<file path="src/verilog/bus_pkg.sv">
// Instruction bus and CS:IP address types
// Shared by the prefetcher, the sequencer and the top level.
package bus_pkg;

    // Bits 19:1 of the 20-bit physical address
    typedef logic [19:1] word_addr_t;

    typedef logic [15:0] bus_word_t;

    typedef logic [15:0] seg_t;
    typedef logic [15:0] offset_t;

    // Far pointer, used as the redirect target and the fetch pointer
    typedef struct packed {
        seg_t    cs;
        offset_t ip;
    } far_ptr_t;

    // Pointer after reset
    localparam seg_t    reset_cs = 16'hffff;
    localparam offset_t reset_ip = 16'h0000;

endpackage
</file>
<file path="src/verilog/instr_pkg.sv">
// Opcode, immediate and decoded instruction types
// Also holds the immediate length rule per opcode.
package instr_pkg;

    import bus_pkg::*;

    typedef logic [7:0] opcode_t;
    typedef logic [15:0] imm_t;

    // Number of immediate bytes, 0 to 2
    typedef logic [1:0] imm_len_t;

    // One record per instruction with len counting the opcode byte too
    typedef struct packed {
        opcode_t    opcode;
        imm_t       imm;
        offset_t    ip;
        logic [1:0] len;
    } instr_t;

    function automatic imm_len_t imm_len_of(opcode_t op);
        imm_len_t len;
        case (op) inside
            // MOV r8, imm8 and short JMP
            [8'hb0:8'hb7], 8'heb: begin
                len = 2'd1;
            end
            // MOV r16, imm16, CALL and near JMP
            [8'hb8:8'hbf], 8'he8, 8'he9: begin
                len = 2'd2;
            end
            default: begin
                len = 2'd0;
            end
        endcase
        return len;
    endfunction

endpackage

</file>
<file path="src/verilog/fetch_frontend.sv">
// Instruction fetch front end
// Prefetcher, byte queue, immediate reader and fetch sequencer.
module fetch_frontend
    import bus_pkg::*;
    import instr_pkg::*;
#(
    parameter int fifo_depth = 6
) (
    input  logic       clk,
    input  logic       rst_n,
    input  logic       redirect,
    input  far_ptr_t   redirect_target,
    output word_addr_t instr_m_addr,
    input  bus_word_t  instr_m_data,
    output logic       instr_m_access,
    input  logic       instr_m_ack,
    output logic       instr_valid,
    output instr_t     instr
);

    logic     fifo_wr_en;
    opcode_t  fifo_wr_data;
    logic     fifo_rd_en;
    opcode_t  fifo_rd_data;
    logic     fifo_empty;
    logic     fifo_nearly_full;
    logic     seq_rd_en;
    logic     imm_rd_en;
    logic     imm_start;
    imm_len_t imm_count;
    logic     imm_complete;
    imm_t     imm;

    // Sequencer and reader never pop together
    assign fifo_rd_en = seq_rd_en | imm_rd_en;

    byte_fifo #(
        .fifo_depth(fifo_depth)
    ) fifo0 (
        .clk        (clk),
        .rst_n      (rst_n),
        .flush      (redirect),
        .wr_en      (fifo_wr_en),
        .wr_data    (fifo_wr_data),
        .rd_en      (fifo_rd_en),
        .rd_data    (fifo_rd_data),
        .empty      (fifo_empty),
        .nearly_full(fifo_nearly_full)
    );

    prefetch_unit #(
        .fifo_depth(fifo_depth)
    ) prefetch0 (
        .clk             (clk),
        .rst_n           (rst_n),
        .redirect        (redirect),
        .redirect_target (redirect_target),
        .instr_m_addr    (instr_m_addr),
        .instr_m_data    (instr_m_data),
        .instr_m_access  (instr_m_access),
        .instr_m_ack     (instr_m_ack),
        .fifo_wr_en      (fifo_wr_en),
        .fifo_wr_data    (fifo_wr_data),
        .fifo_nearly_full(fifo_nearly_full)
    );

    immediate_reader imm_reader0 (
        .clk         (clk),
        .rst_n       (rst_n),
        .flush       (redirect),
        .start       (imm_start),
        .count       (imm_count),
        .busy        (),
        .complete    (imm_complete),
        .imm         (imm),
        .fifo_rd_en  (imm_rd_en),
        .fifo_rd_data(fifo_rd_data),
        .fifo_empty  (fifo_empty)
    );

    fetch_sequencer sequencer0 (
        .clk         (clk),
        .rst_n       (rst_n),
        .redirect    (redirect),
        .redirect_ip (redirect_target.ip),
        .fifo_rd_en  (seq_rd_en),
        .fifo_rd_data(fifo_rd_data),
        .fifo_empty  (fifo_empty),
        .imm_start   (imm_start),
        .imm_count   (imm_count),
        .imm_complete(imm_complete),
        .imm         (imm),
        .instr_valid (instr_valid),
        .instr       (instr)
    );

endmodule

</file>
<file path="src/verilog/fetch_sequencer.sv">
// Fetch sequencer
// Reads opcodes from the prefetch queue, starts immediate reads,
// tracks the instruction IP and emits one record per instruction.
module fetch_sequencer
    import bus_pkg::*;
    import instr_pkg::*;
(
    input  logic     clk,
    input  logic     rst_n,
    input  logic     redirect,
    input  offset_t  redirect_ip,
    output logic     fifo_rd_en,
    input  opcode_t  fifo_rd_data,
    input  logic     fifo_empty,
    output logic     imm_start,
    output imm_len_t imm_count,
    input  logic     imm_complete,
    input  imm_t     imm,
    output logic     instr_valid,
    output instr_t   instr
);

    typedef enum logic [1:0] {
        sq_opcode,
        sq_imm_wait,
        sq_emit
    } sq_state_t;

    sq_state_t  state;
    imm_len_t   imm_len;
    offset_t    instr_ip;
    opcode_t    opcode_q;
    imm_t       imm_q;
    logic [1:0] len_q;

    assign imm_len = imm_len_of(fifo_rd_data);

    // No pop in a redirect cycle while the queue is flushed
    assign fifo_rd_en = (state == sq_opcode) && !fifo_empty && !redirect;
    assign imm_start = fifo_rd_en && (imm_len != '0);
    assign imm_count = imm_len;

    // A record pending at a redirect belongs to the old stream
    assign instr_valid = (state == sq_emit) && !redirect;
    assign instr = '{opcode: opcode_q, imm: imm_q, ip: instr_ip, len: len_q};

    always_ff @(posedge clk) begin
        if (!rst_n) begin
            state <= sq_opcode;
            instr_ip <= reset_ip;
        end else if (redirect) begin
            state <= sq_opcode;
            instr_ip <= redirect_ip;
        end else begin
            case (state)
                sq_opcode: begin
                    if (fifo_rd_en) begin
                        state <= imm_start ? sq_imm_wait : sq_emit;
                    end
                end
                sq_imm_wait: begin
                    if (imm_complete) begin
                        state <= sq_emit;
                    end
                end
                default: begin
                    state <= sq_opcode;
                    instr_ip <= instr_ip + offset_t'(len_q);
                end
            endcase
        end
    end

    always_ff @(posedge clk) begin
        if (fifo_rd_en) begin
            opcode_q <= fifo_rd_data;
            imm_q <= '0;
            len_q <= imm_len + 2'd1;
        end
        if (state == sq_imm_wait && imm_complete) begin
            imm_q <= imm;
        end
    end

endmodule

</file>
<file path="src/verilog/immediate_reader.sv">
// Immediate reader
// Pops one or two bytes from the prefetch queue and builds a
// little-endian immediate, zero-extended for a single byte.
module immediate_reader
    import instr_pkg::*;
(
    input  logic     clk,
    input  logic     rst_n,
    input  logic     flush,
    input  logic     start,
    input  imm_len_t count,
    output logic     busy,
    output logic     complete,
    output imm_t     imm,
    output logic     fifo_rd_en,
    input  opcode_t  fifo_rd_data,
    input  logic     fifo_empty
);

    imm_len_t remaining;
    logic     hi_byte;

    assign fifo_rd_en = busy && (remaining != '0) && !fifo_empty;

    always_ff @(posedge clk) begin
        if (!rst_n || flush) begin
            busy <= 1'b0;
            complete <= 1'b0;
            remaining <= '0;
            hi_byte <= 1'b0;
        end else begin
            complete <= (fifo_rd_en && remaining == 2'd1) || (start && count == '0);
            if (start) begin
                busy <= 1'b1;
                remaining <= count;
                hi_byte <= 1'b0;
            end else begin
                if (fifo_rd_en) begin
                    remaining <= remaining - 1'b1;
                    hi_byte <= 1'b1;
                end
                // Busy drops after the complete cycle
                if (complete) begin
                    busy <= 1'b0;
                end
            end
        end
    end

    always_ff @(posedge clk) begin
        if (start) begin
            imm <= '0;
        end else if (fifo_rd_en) begin
            if (hi_byte) begin
                imm[15:8] <= fifo_rd_data;
            end else begin
                imm[7:0] <= fifo_rd_data;
            end
        end
    end

endmodule

</file>
<file path="src/verilog/prefetch_unit.sv">
// Instruction prefetcher
// Fetches 16-bit words at CS:IP over the instruction bus and
// pushes the bytes into the prefetch queue, low byte first.
module prefetch_unit
    import bus_pkg::*;
    import instr_pkg::*;
#(
    parameter int fifo_depth = 6
) (
    input  logic       clk,
    input  logic       rst_n,
    input  logic       redirect,
    input  far_ptr_t   redirect_target,
    output word_addr_t instr_m_addr,
    input  bus_word_t  instr_m_data,
    output logic       instr_m_access,
    input  logic       instr_m_ack,
    output logic       fifo_wr_en,
    output opcode_t    fifo_wr_data,
    input  logic       fifo_nearly_full
);

    typedef enum logic [1:0] {
        pf_idle,
        pf_fetch,
        pf_wr_lo,
        pf_wr_hi
    } pf_state_t;

    pf_state_t   state;
    far_ptr_t    fetch_ptr;
    bus_word_t   staging;
    logic        discard;
    logic [19:0] phys_addr;

    // Queue must hold a full word plus room for the readers
    if (fifo_depth < 4) begin : g_depth_check
        $error("prefetch_unit needs fifo_depth of at least 4");
    end

    // cs * 16 + ip modulo 1 MB
    assign phys_addr = {fetch_ptr.cs, 4'h0} + {4'h0, fetch_ptr.ip};

    assign instr_m_access = (state == pf_fetch);
    assign fifo_wr_en = (state == pf_wr_lo) || (state == pf_wr_hi);
    assign fifo_wr_data = (state == pf_wr_lo) ? staging[7:0] : staging[15:8];

    always_ff @(posedge clk) begin
        if (!rst_n) begin
            state <= pf_idle;
            fetch_ptr <= '{cs: reset_cs, ip: reset_ip};
            discard <= 1'b0;
        end else begin
            if (redirect) begin
                fetch_ptr <= redirect_target;
            end
            case (state)
                pf_idle: begin
                    if (!fifo_nearly_full && !redirect) begin
                        state <= pf_fetch;
                    end
                end
                pf_fetch: begin
                    if (instr_m_ack) begin
                        discard <= 1'b0;
                        if (discard || redirect) begin
                            state <= pf_idle;
                        end else begin
                            // Odd IP skips the byte at the even address
                            state <= fetch_ptr.ip[0] ? pf_wr_hi : pf_wr_lo;
                            fetch_ptr.ip <= {fetch_ptr.ip[15:1] + 15'd1, 1'b0};
                        end
                    end else if (redirect) begin
                        // Let the bus cycle finish and drop its data
                        discard <= 1'b1;
                    end
                end
                pf_wr_lo: begin
                    state <= redirect ? pf_idle : pf_wr_hi;
                end
                default: begin
                    state <= pf_idle;
                end
            endcase
        end
    end

    // Address is latched while idle so it holds for the whole access
    always_ff @(posedge clk) begin
        if (state == pf_idle) begin
            instr_m_addr <= phys_addr[19:1];
        end
        if (instr_m_access && instr_m_ack) begin
            staging <= instr_m_data;
        end
    end

endmodule

</file>
<file path="src/verilog/byte_fifo.sv">
// Prefetch byte queue
// Circular buffer with occupancy count, flush and a nearly-full
// flag raised when fewer than two entries are free.
module byte_fifo
    import instr_pkg::*;
#(
    parameter int fifo_depth = 6
) (
    input  logic    clk,
    input  logic    rst_n,
    input  logic    flush,
    input  logic    wr_en,
    input  opcode_t wr_data,
    input  logic    rd_en,
    output opcode_t rd_data,
    output logic    empty,
    output logic    nearly_full
);

    localparam int ptr_w = $clog2(fifo_depth);
    localparam int cnt_w = $clog2(fifo_depth + 1);

    opcode_t          mem [fifo_depth];
    logic [ptr_w-1:0] rd_ptr;
    logic [ptr_w-1:0] wr_ptr;
    logic [cnt_w-1:0] count;
    logic             do_wr;
    logic             do_rd;

    function automatic logic [ptr_w-1:0] next_ptr(logic [ptr_w-1:0] ptr);
        return (ptr == ptr_w'(fifo_depth - 1)) ? '0 : ptr + 1'b1;
    endfunction

    assign do_wr = wr_en && (count != cnt_w'(fifo_depth));
    assign do_rd = rd_en && !empty;

    assign rd_data = mem[rd_ptr];
    assign empty = (count == '0);
    assign nearly_full = (count >= cnt_w'(fifo_depth - 1));

    always_ff @(posedge clk) begin
        if (!rst_n || flush) begin
            rd_ptr <= '0;
            wr_ptr <= '0;
            count <= '0;
        end else begin
            if (do_wr) begin
                wr_ptr <= next_ptr(wr_ptr);
            end
            if (do_rd) begin
                rd_ptr <= next_ptr(rd_ptr);
            end
            case ({do_wr, do_rd})
                2'b10: count <= count + 1'b1;
                2'b01: count <= count - 1'b1;
                default: count <= count;
            endcase
        end
    end

    always_ff @(posedge clk) begin
        if (do_wr) begin
            mem[wr_ptr] <= wr_data;
        end
    end

endmodule

</file>
<file path="config.mk">
export PLATFORM = sky130hd
export DESIGN_NAME = fetch_frontend
export DESIGN_NICKNAME = d
export VERILOG_FILES = /design/src/verilog/bus_pkg.sv /design/src/verilog/instr_pkg.sv /design/src/verilog/fetch_frontend.sv /design/src/verilog/fetch_sequencer.sv /design/src/verilog/immediate_reader.sv /design/src/verilog/prefetch_unit.sv /design/src/verilog/byte_fifo.sv
export SDC_FILE = /design/constraint.sdc
export NUM_CORES = 1
export LEC_CHECK = 0
export BUFFER_PORTS_ARGS = -buffer_cell sky130_fd_sc_hd__buf_2
export CORE_AREA = 2 2 139 141
export CTS_CLUSTER_DIAMETER = 100
export DETAILED_ROUTE_END_ITERATION = 6
export DIE_AREA = 0 0 141 143
export GPL_TIMING_DRIVEN = 0
export PLACE_DENSITY = 0.72
export SLEW_MARGIN = 10
export SYNTH_ARGS = -nofsm -noshare
export SYNTH_HDL_FRONTEND = slang
export SYNTH_SLANG_ARGS = --single-unit
</file>
<file path="constraint.sdc">
create_clock -name clk -period 9.2 [get_ports clk]
set_input_delay 1.84 -clock clk [delete_from_list [all_inputs] [get_ports clk]]
set_output_delay 1.84 -clock clk [all_outputs]
set_load 0.02 [all_outputs]
</file>
# --- Word-level counts from Yosys, hierarchy flattened ---
# Memories as Yosys holds them, arrays and structs flattened. A register that Yosys moved wholly into a read port is not among the register bits.
# Index checks and enable logic that the tools add are counted.
classes:
  n_addsub: 9
  mul: 0
  div_mod_pow: 0
  magnitude_cmp: 5
  n_eq_ne: 19
  n_shift: 0
  mux: 34
  bitwise: 3
  n_reduce_logical: 44
op_table:
  columns: ["cell", "count"]
  rows:
  - ["16-bit two-way mux", 8]
  - ["8-bit equality test, second input constant", 3]
  - ["2-bit two-way mux", 11]
  - ["20-bit by 16-bit adder with 20-bit output", 1]
  - ["16-bit by 2-bit adder with 16-bit output", 1]
  - ["8-bit >= comparator, second input constant", 2]
  - ["8-bit less-or-equal comparator, second input constant", 2]
  - ["15-bit by 1-bit adder with 15-bit output, second input constant", 1]
  - ["1-bit logical AND", 15]
  - ["2-bit nonzero test", 7]
  - ["3-bit two-way mux", 4]
  - ["2-bit AND reduction", 5]
  - ["3-bit by 1-bit adder with 3-bit output, second input constant", 3]
  - ["2-bit by 1-bit equality test with 1-bit output, second input constant", 4]
  - ["2-bit equality test, second input constant", 4]
  - ["8-bit two-way mux", 1]
  - ["2-bit OR reduction", 4]
  - ["1-bit two-way mux", 7]
  - ["3-bit equality test, second input constant", 2]
  - ["2-bit logical NOT", 3]
  - ["2-bit != test, second input constant", 3]
  - ["2-bit case mux with 3 select lines", 1]
  - ["3-bit case mux with 2 select lines", 1]
  - ["1-bit logical NOT", 4]
  - ["12 further kinds", 17]
word_totals:
  register_bits: 144
  latch_bits: 0
  ramBits: 48
  mem_bits_ro: 0
  in_bits: 52
  output_inout_bits: 63
  word_cells: 135
  memories: 1
mem_list:
  columns: ["memory", "depth", "width", "rd", "rd_clocked_by_memory_dff", "wr", "line", "rtl"]
  rows:
  - ["fifo0.mem", 6, 8, 1, 1, 1, "byte_fifo.sv:23", "opcode_t mem [fifo_depth];"]

# --- Logic depth before layout (Yosys ltp) ---
logic_depth:
  depth_word: 10
  depth_mapped: 11
  mapped_depth_nobuf: 10

# --- Hierarchy ---
# From an unflattened synthesis, not the netlist that was laid out.
unflattened:
  hier_cells: 729
  hier_area_um2: 8624.5
by_module_without_submodules:
  columns: ["module", "instances", "cells_each", "area_each_um2", "seq_area_each_um2"]
  rows:
  - ["prefetch_unit", 1, 319, 3382.0, 1751.7]
  - ["byte_fifo", 1, 142, 2426.1, 1681.6]
  - ["fetch_sequencer", 1, 178, 1976.9, 1141.1]
  - ["immediate_reader", 1, 89, 833.3, 420.4]
  - ["fetch_frontend", 1, 1, 6.3, 0.0]

# --- Worst setup path after synthesis ---
# Ideal clock, no wire load.
synth_timing:
  path_type: "input to output"
  startpoint: "input port redirect"
  endpoint: "output port instr_valid"
  arrival_time_ns: 2.887
  slack_ns: 4.473
  path_stages: 3
  cell_sequence: "clkbuf_1 -> buf_1 -> nor3b_1"
synth_via:
  elab_chain_cells: 2
synth_rtl:
  columns: ["element", "line", "rtl"]
  rows:
  - ["start, declared", "fetch_frontend.sv:11", "input logic redirect,"]
  - ["1-bit logical NOT", "fetch_sequencer.sv:44", "assign instr_valid = (state == sq_emit) && !redirect;"]
  - ["1-bit logical AND", "fetch_sequencer.sv:44", null]
  - ["end, declared", "fetch_frontend.sv:17", "output logic instr_valid,"]
# Every way passes these cells.

# --- Final worst setup path ---
# Ends and elaborated chain as after synthesis.

==> results.py <==
metrics = {
    "global_route": {
        "grt-ovfl-total": 0,
        "grt_pass1_vias": 5333,
        "grt_use_total_pct": 16.9,
        "grt_max_degree": 21,
        "grt_pass1_wl_um": 26600,
        "antenna_found_initial": 1,
    },
    "placement": {
        "gp_congestion": 0.835,
        "dpl_worst_slack_ns": 4.04,
        "hpwl_um": 12100,
        "io_buffer_count": 113,
    },
    "worst_setup_path": {
        "path_max_fanout": 10,
        "critical_path_arrival_ns": 3.32,
        "cp-end-kind": "primary output",
        "cp-start-kind": "primary input",
        "worstSetupPathType": "in2out",
        "crit_required_ns": 7.36,
    },
    "cells_and_area": {
        "fillCellCount": 1630,
        "final_cell_mix": "buf_2 (116), edfxtp_1 (109), dfxtp_1 (86)",
        "finish.net_count": 902,
        "syn_to_final_growth_pct": 18.3,
        "seq_area_um2": 4990,
        "multi_input_area_um2": 3100,
        "fin_util_pct": 52.6,
        "layout-drive-gt1-share_pct": 22.6,
        "layout_commonest_cell": "buf_2",
        "n_antenna_cell": 0,
    },
    "sta": {
        "setup_viol": 0,
        "relSlewSlack_pct": 39.7,
        "worstMarginPinSlew_ns": 0.901,
        "slew_violations": 0,
        "hold_viol": 0,
        "fin_crit_ns": 5.16,
        "whs_ns": 0.483,
        "fin_tns_setup_ns": 0,
        "rsz0062_at_grt": "false",
        "period_share_pct": 56.1,
        "fin_ws_ns": 4.04,
        "max_freq_mhz": 194,
        "finalClockSkew_ns": 0.0128,
    },
    "route": {
        "drtPass1Iterations": 5,
        "vias_per_cell": 5.11,
        "drc": 0,
        "vias": 5493,
        "drt_iter0_drc": 344,
        "ant_nets": 0,
        "totalWireLength_um": 16600,
        "wl_per_cell_um": 15.4,
    },
    "clock_network": {
        "clkSinkCount": 195,
        "cts_tree": "yes",
        "clock_path_buffers": 2,
        "clock_latency_ns": 0.44,
        "post_cts_resized": 0,
        "clk_pin_slew_ns": 0.08,
        "ctsHoldBuffers": 0,
        "postCtsSetupBuffers": 0,
        "h-tree-depth": 4,
        "cts_root_buffer": "clkbuf_16",
        "cts_buffers": 17,
    },
    "logic_synthesis": {
        "post-synth-top-area-fraction_pct": 39.6,
        "synth-warning-count": 0,
        "postSynthCellCount": 695,
        "async_flop_share_pct": 0,
        "synth-seq-cells": 195,
        "synth.area.top_cells": "edfxtp_1 (40%), dfxtp_1 (21%), nor2_1 (3.2%)",
        "postSynthAreaPerCell_um2": 11.9,
        "synth_area_um2": 8270,
        "yosysUniqueCellTypes": 54,
        "synth-edff-count": 109,
        "syn_nets": 768,
        "yosys_most_used_dff": "edfxtp_1",
        "synth.largest_area_cell": "edfxtp_1",
        "yosysSeqAreaShare_pct": 60.4,
    },
    "die": {
        "rows": 50,
        "top_level_ports": 115,
        "core_area_um2": 18600,
        "initial_core_util_pct": 44.5,
        "dieArea_um2": 20200,
        "die_h_um": 143,
        "die_w_um": 141,
    },
    "power": {
        "max-vdd-ir-drop_mv": 0.147,
        "p_sw_share_pct": 25.4,
        "powerDensity_nw_per_um2": 196,
        "pwr-share-seq_pct": 51.4,
        "p_clk_share_pct": 38.9,
        "power.leakage_uw": 0.00371,
        "switchingPower_uw": 488,
        "pwr-share-comb_pct": 9.7,
        "power_uw": 1920,
        "p_int_uw": 1430,
    },
    "job": {
        "maxCapViolations": 0,
    },
    "outcome": {
        "status": "complete, no violations",
    },
    "hold_path": {
        "hp-class": "reg2reg",
    },
}
## metrics by stage
step,instances,area [um^2]
floorplan,695,8270
global placement,1042,9130
detailed placement,1044,9170
CTS,1076,9780
global route,1076,9780
finish,1076,9780
## layout make-up
type / instances / share of cell area (%)
Buffer: 27 / 1.23
Clock inverter: 15 / 1.87
Clock buffer: 17 / 4.35
Sequential cell: 195 / 51.1
Inverter: 20 / 0.768
Tap cell: 234 / 2.99
Timing Repair Buffer: 115 / 6.01
Multi-Input combinational cell: 453 / 31.7
## logic make-up after synthesis
family / share of synthesized area, %
and+or+nand+nor: 14.6
DFF: 60.4
AOI/OAI and AO/OA: 6.66
muxes: 7.82
buffers and inverters: 2.36
xor gates and xnor gates: 4.66
adders and majority gates: 3.45
## layer usage
layer  part of all wire (%)  up-vias  track usage, %  routed length (um)
li1                       -     2747               -                   -
met1                     45     2563            21.7                7480
met2                     48      151            27.9                7890
met3                    5.1       30            4.56                 838
met4                    2.1        2            6.16                 340
met5                  0.079        -               0                  13
## worst paths after layout
check                                 end  cells after the start  slack (ns)                    start
hold / removal    prefetch0.fetch_ptr[23]                      2        0.48  prefetch0.fetch_ptr[23]
hold reg to reg   prefetch0.fetch_ptr[23]                      2        0.48  prefetch0.fetch_ptr[23]
setup / recovery              instr_valid                      4        4.04                 redirect
setup reg to reg           fifo0.count[2]                      9        6.35           fifo0.count[2]
## power by group through the flow
| stage | sequential, uW | combinational [uW] | clock (uW) |
|---|---|---|---|
| 2_1_floorplan | 1040 | 94.0 | 0 |
| 3_3_place_gp | 1000 | 182 | 0 |
| 3_5_place_dp | 1010 | 185 | 0 |
| 4_1_cts | 986 | 187 | 757 |
| 5_1_grt | 990 | 206 | 791 |
| 6_report | 986 | 186 | 745 |
## cell usage after synthesis, types with 2 or more instances
master,count
inv_1,19
buf_2,3
nand4b_1,2
nand3b_1,2
dfxtp_1,86
nor3_1,24
xor2_1,17
nor2b_1,11
nor4bb_1,2
o21ai_0,26
nor4b_1,2
buf_6,2
and4_1,2
nor3b_1,7
nand2_1,56
and3b_1,3
mux2_1,6
a31oi_1,2
a21boi_0,3
nor2_1,70
nor4_1,3
mux2i_1,17
o211ai_1,4
edfxtp_1,109
nand2b_1,6
mux4_2,9
and2_1,18
ha_1,18
buf_1,4
a21oi_1,48
o21a_1,3
mux2_2,17
fa_1,3
nand3_1,10
clkbuf_1,18
xnor2_1,27
or2_2,5
a211oi_1,2
nand4_1,7
and3_1,8
## sequential cells by signal, summed over array words and instances (netlist names), 3 cells and up, named ones only
name / cells
fifo0.rd_ptr: 3
imm_reader0.imm: 16
sequencer0.instr_ip: 16
prefetch0.instr_m_addr: 19
sequencer0.imm_q: 16
fifo0.mem: 48
fifo0.wr_ptr: 3
prefetch0.staging: 16
fifo0.count: 3
sequencer0.opcode_q: 8
prefetch0.fetch_ptr: 32
## worst max-delay path: stages
cell	delay [ns]
clkbuf_1	0.44
buf_1	0.63
nor3b_1	0.20
buf_2	0.21
No activity file was read; power rests on OpenSTA's default activity.
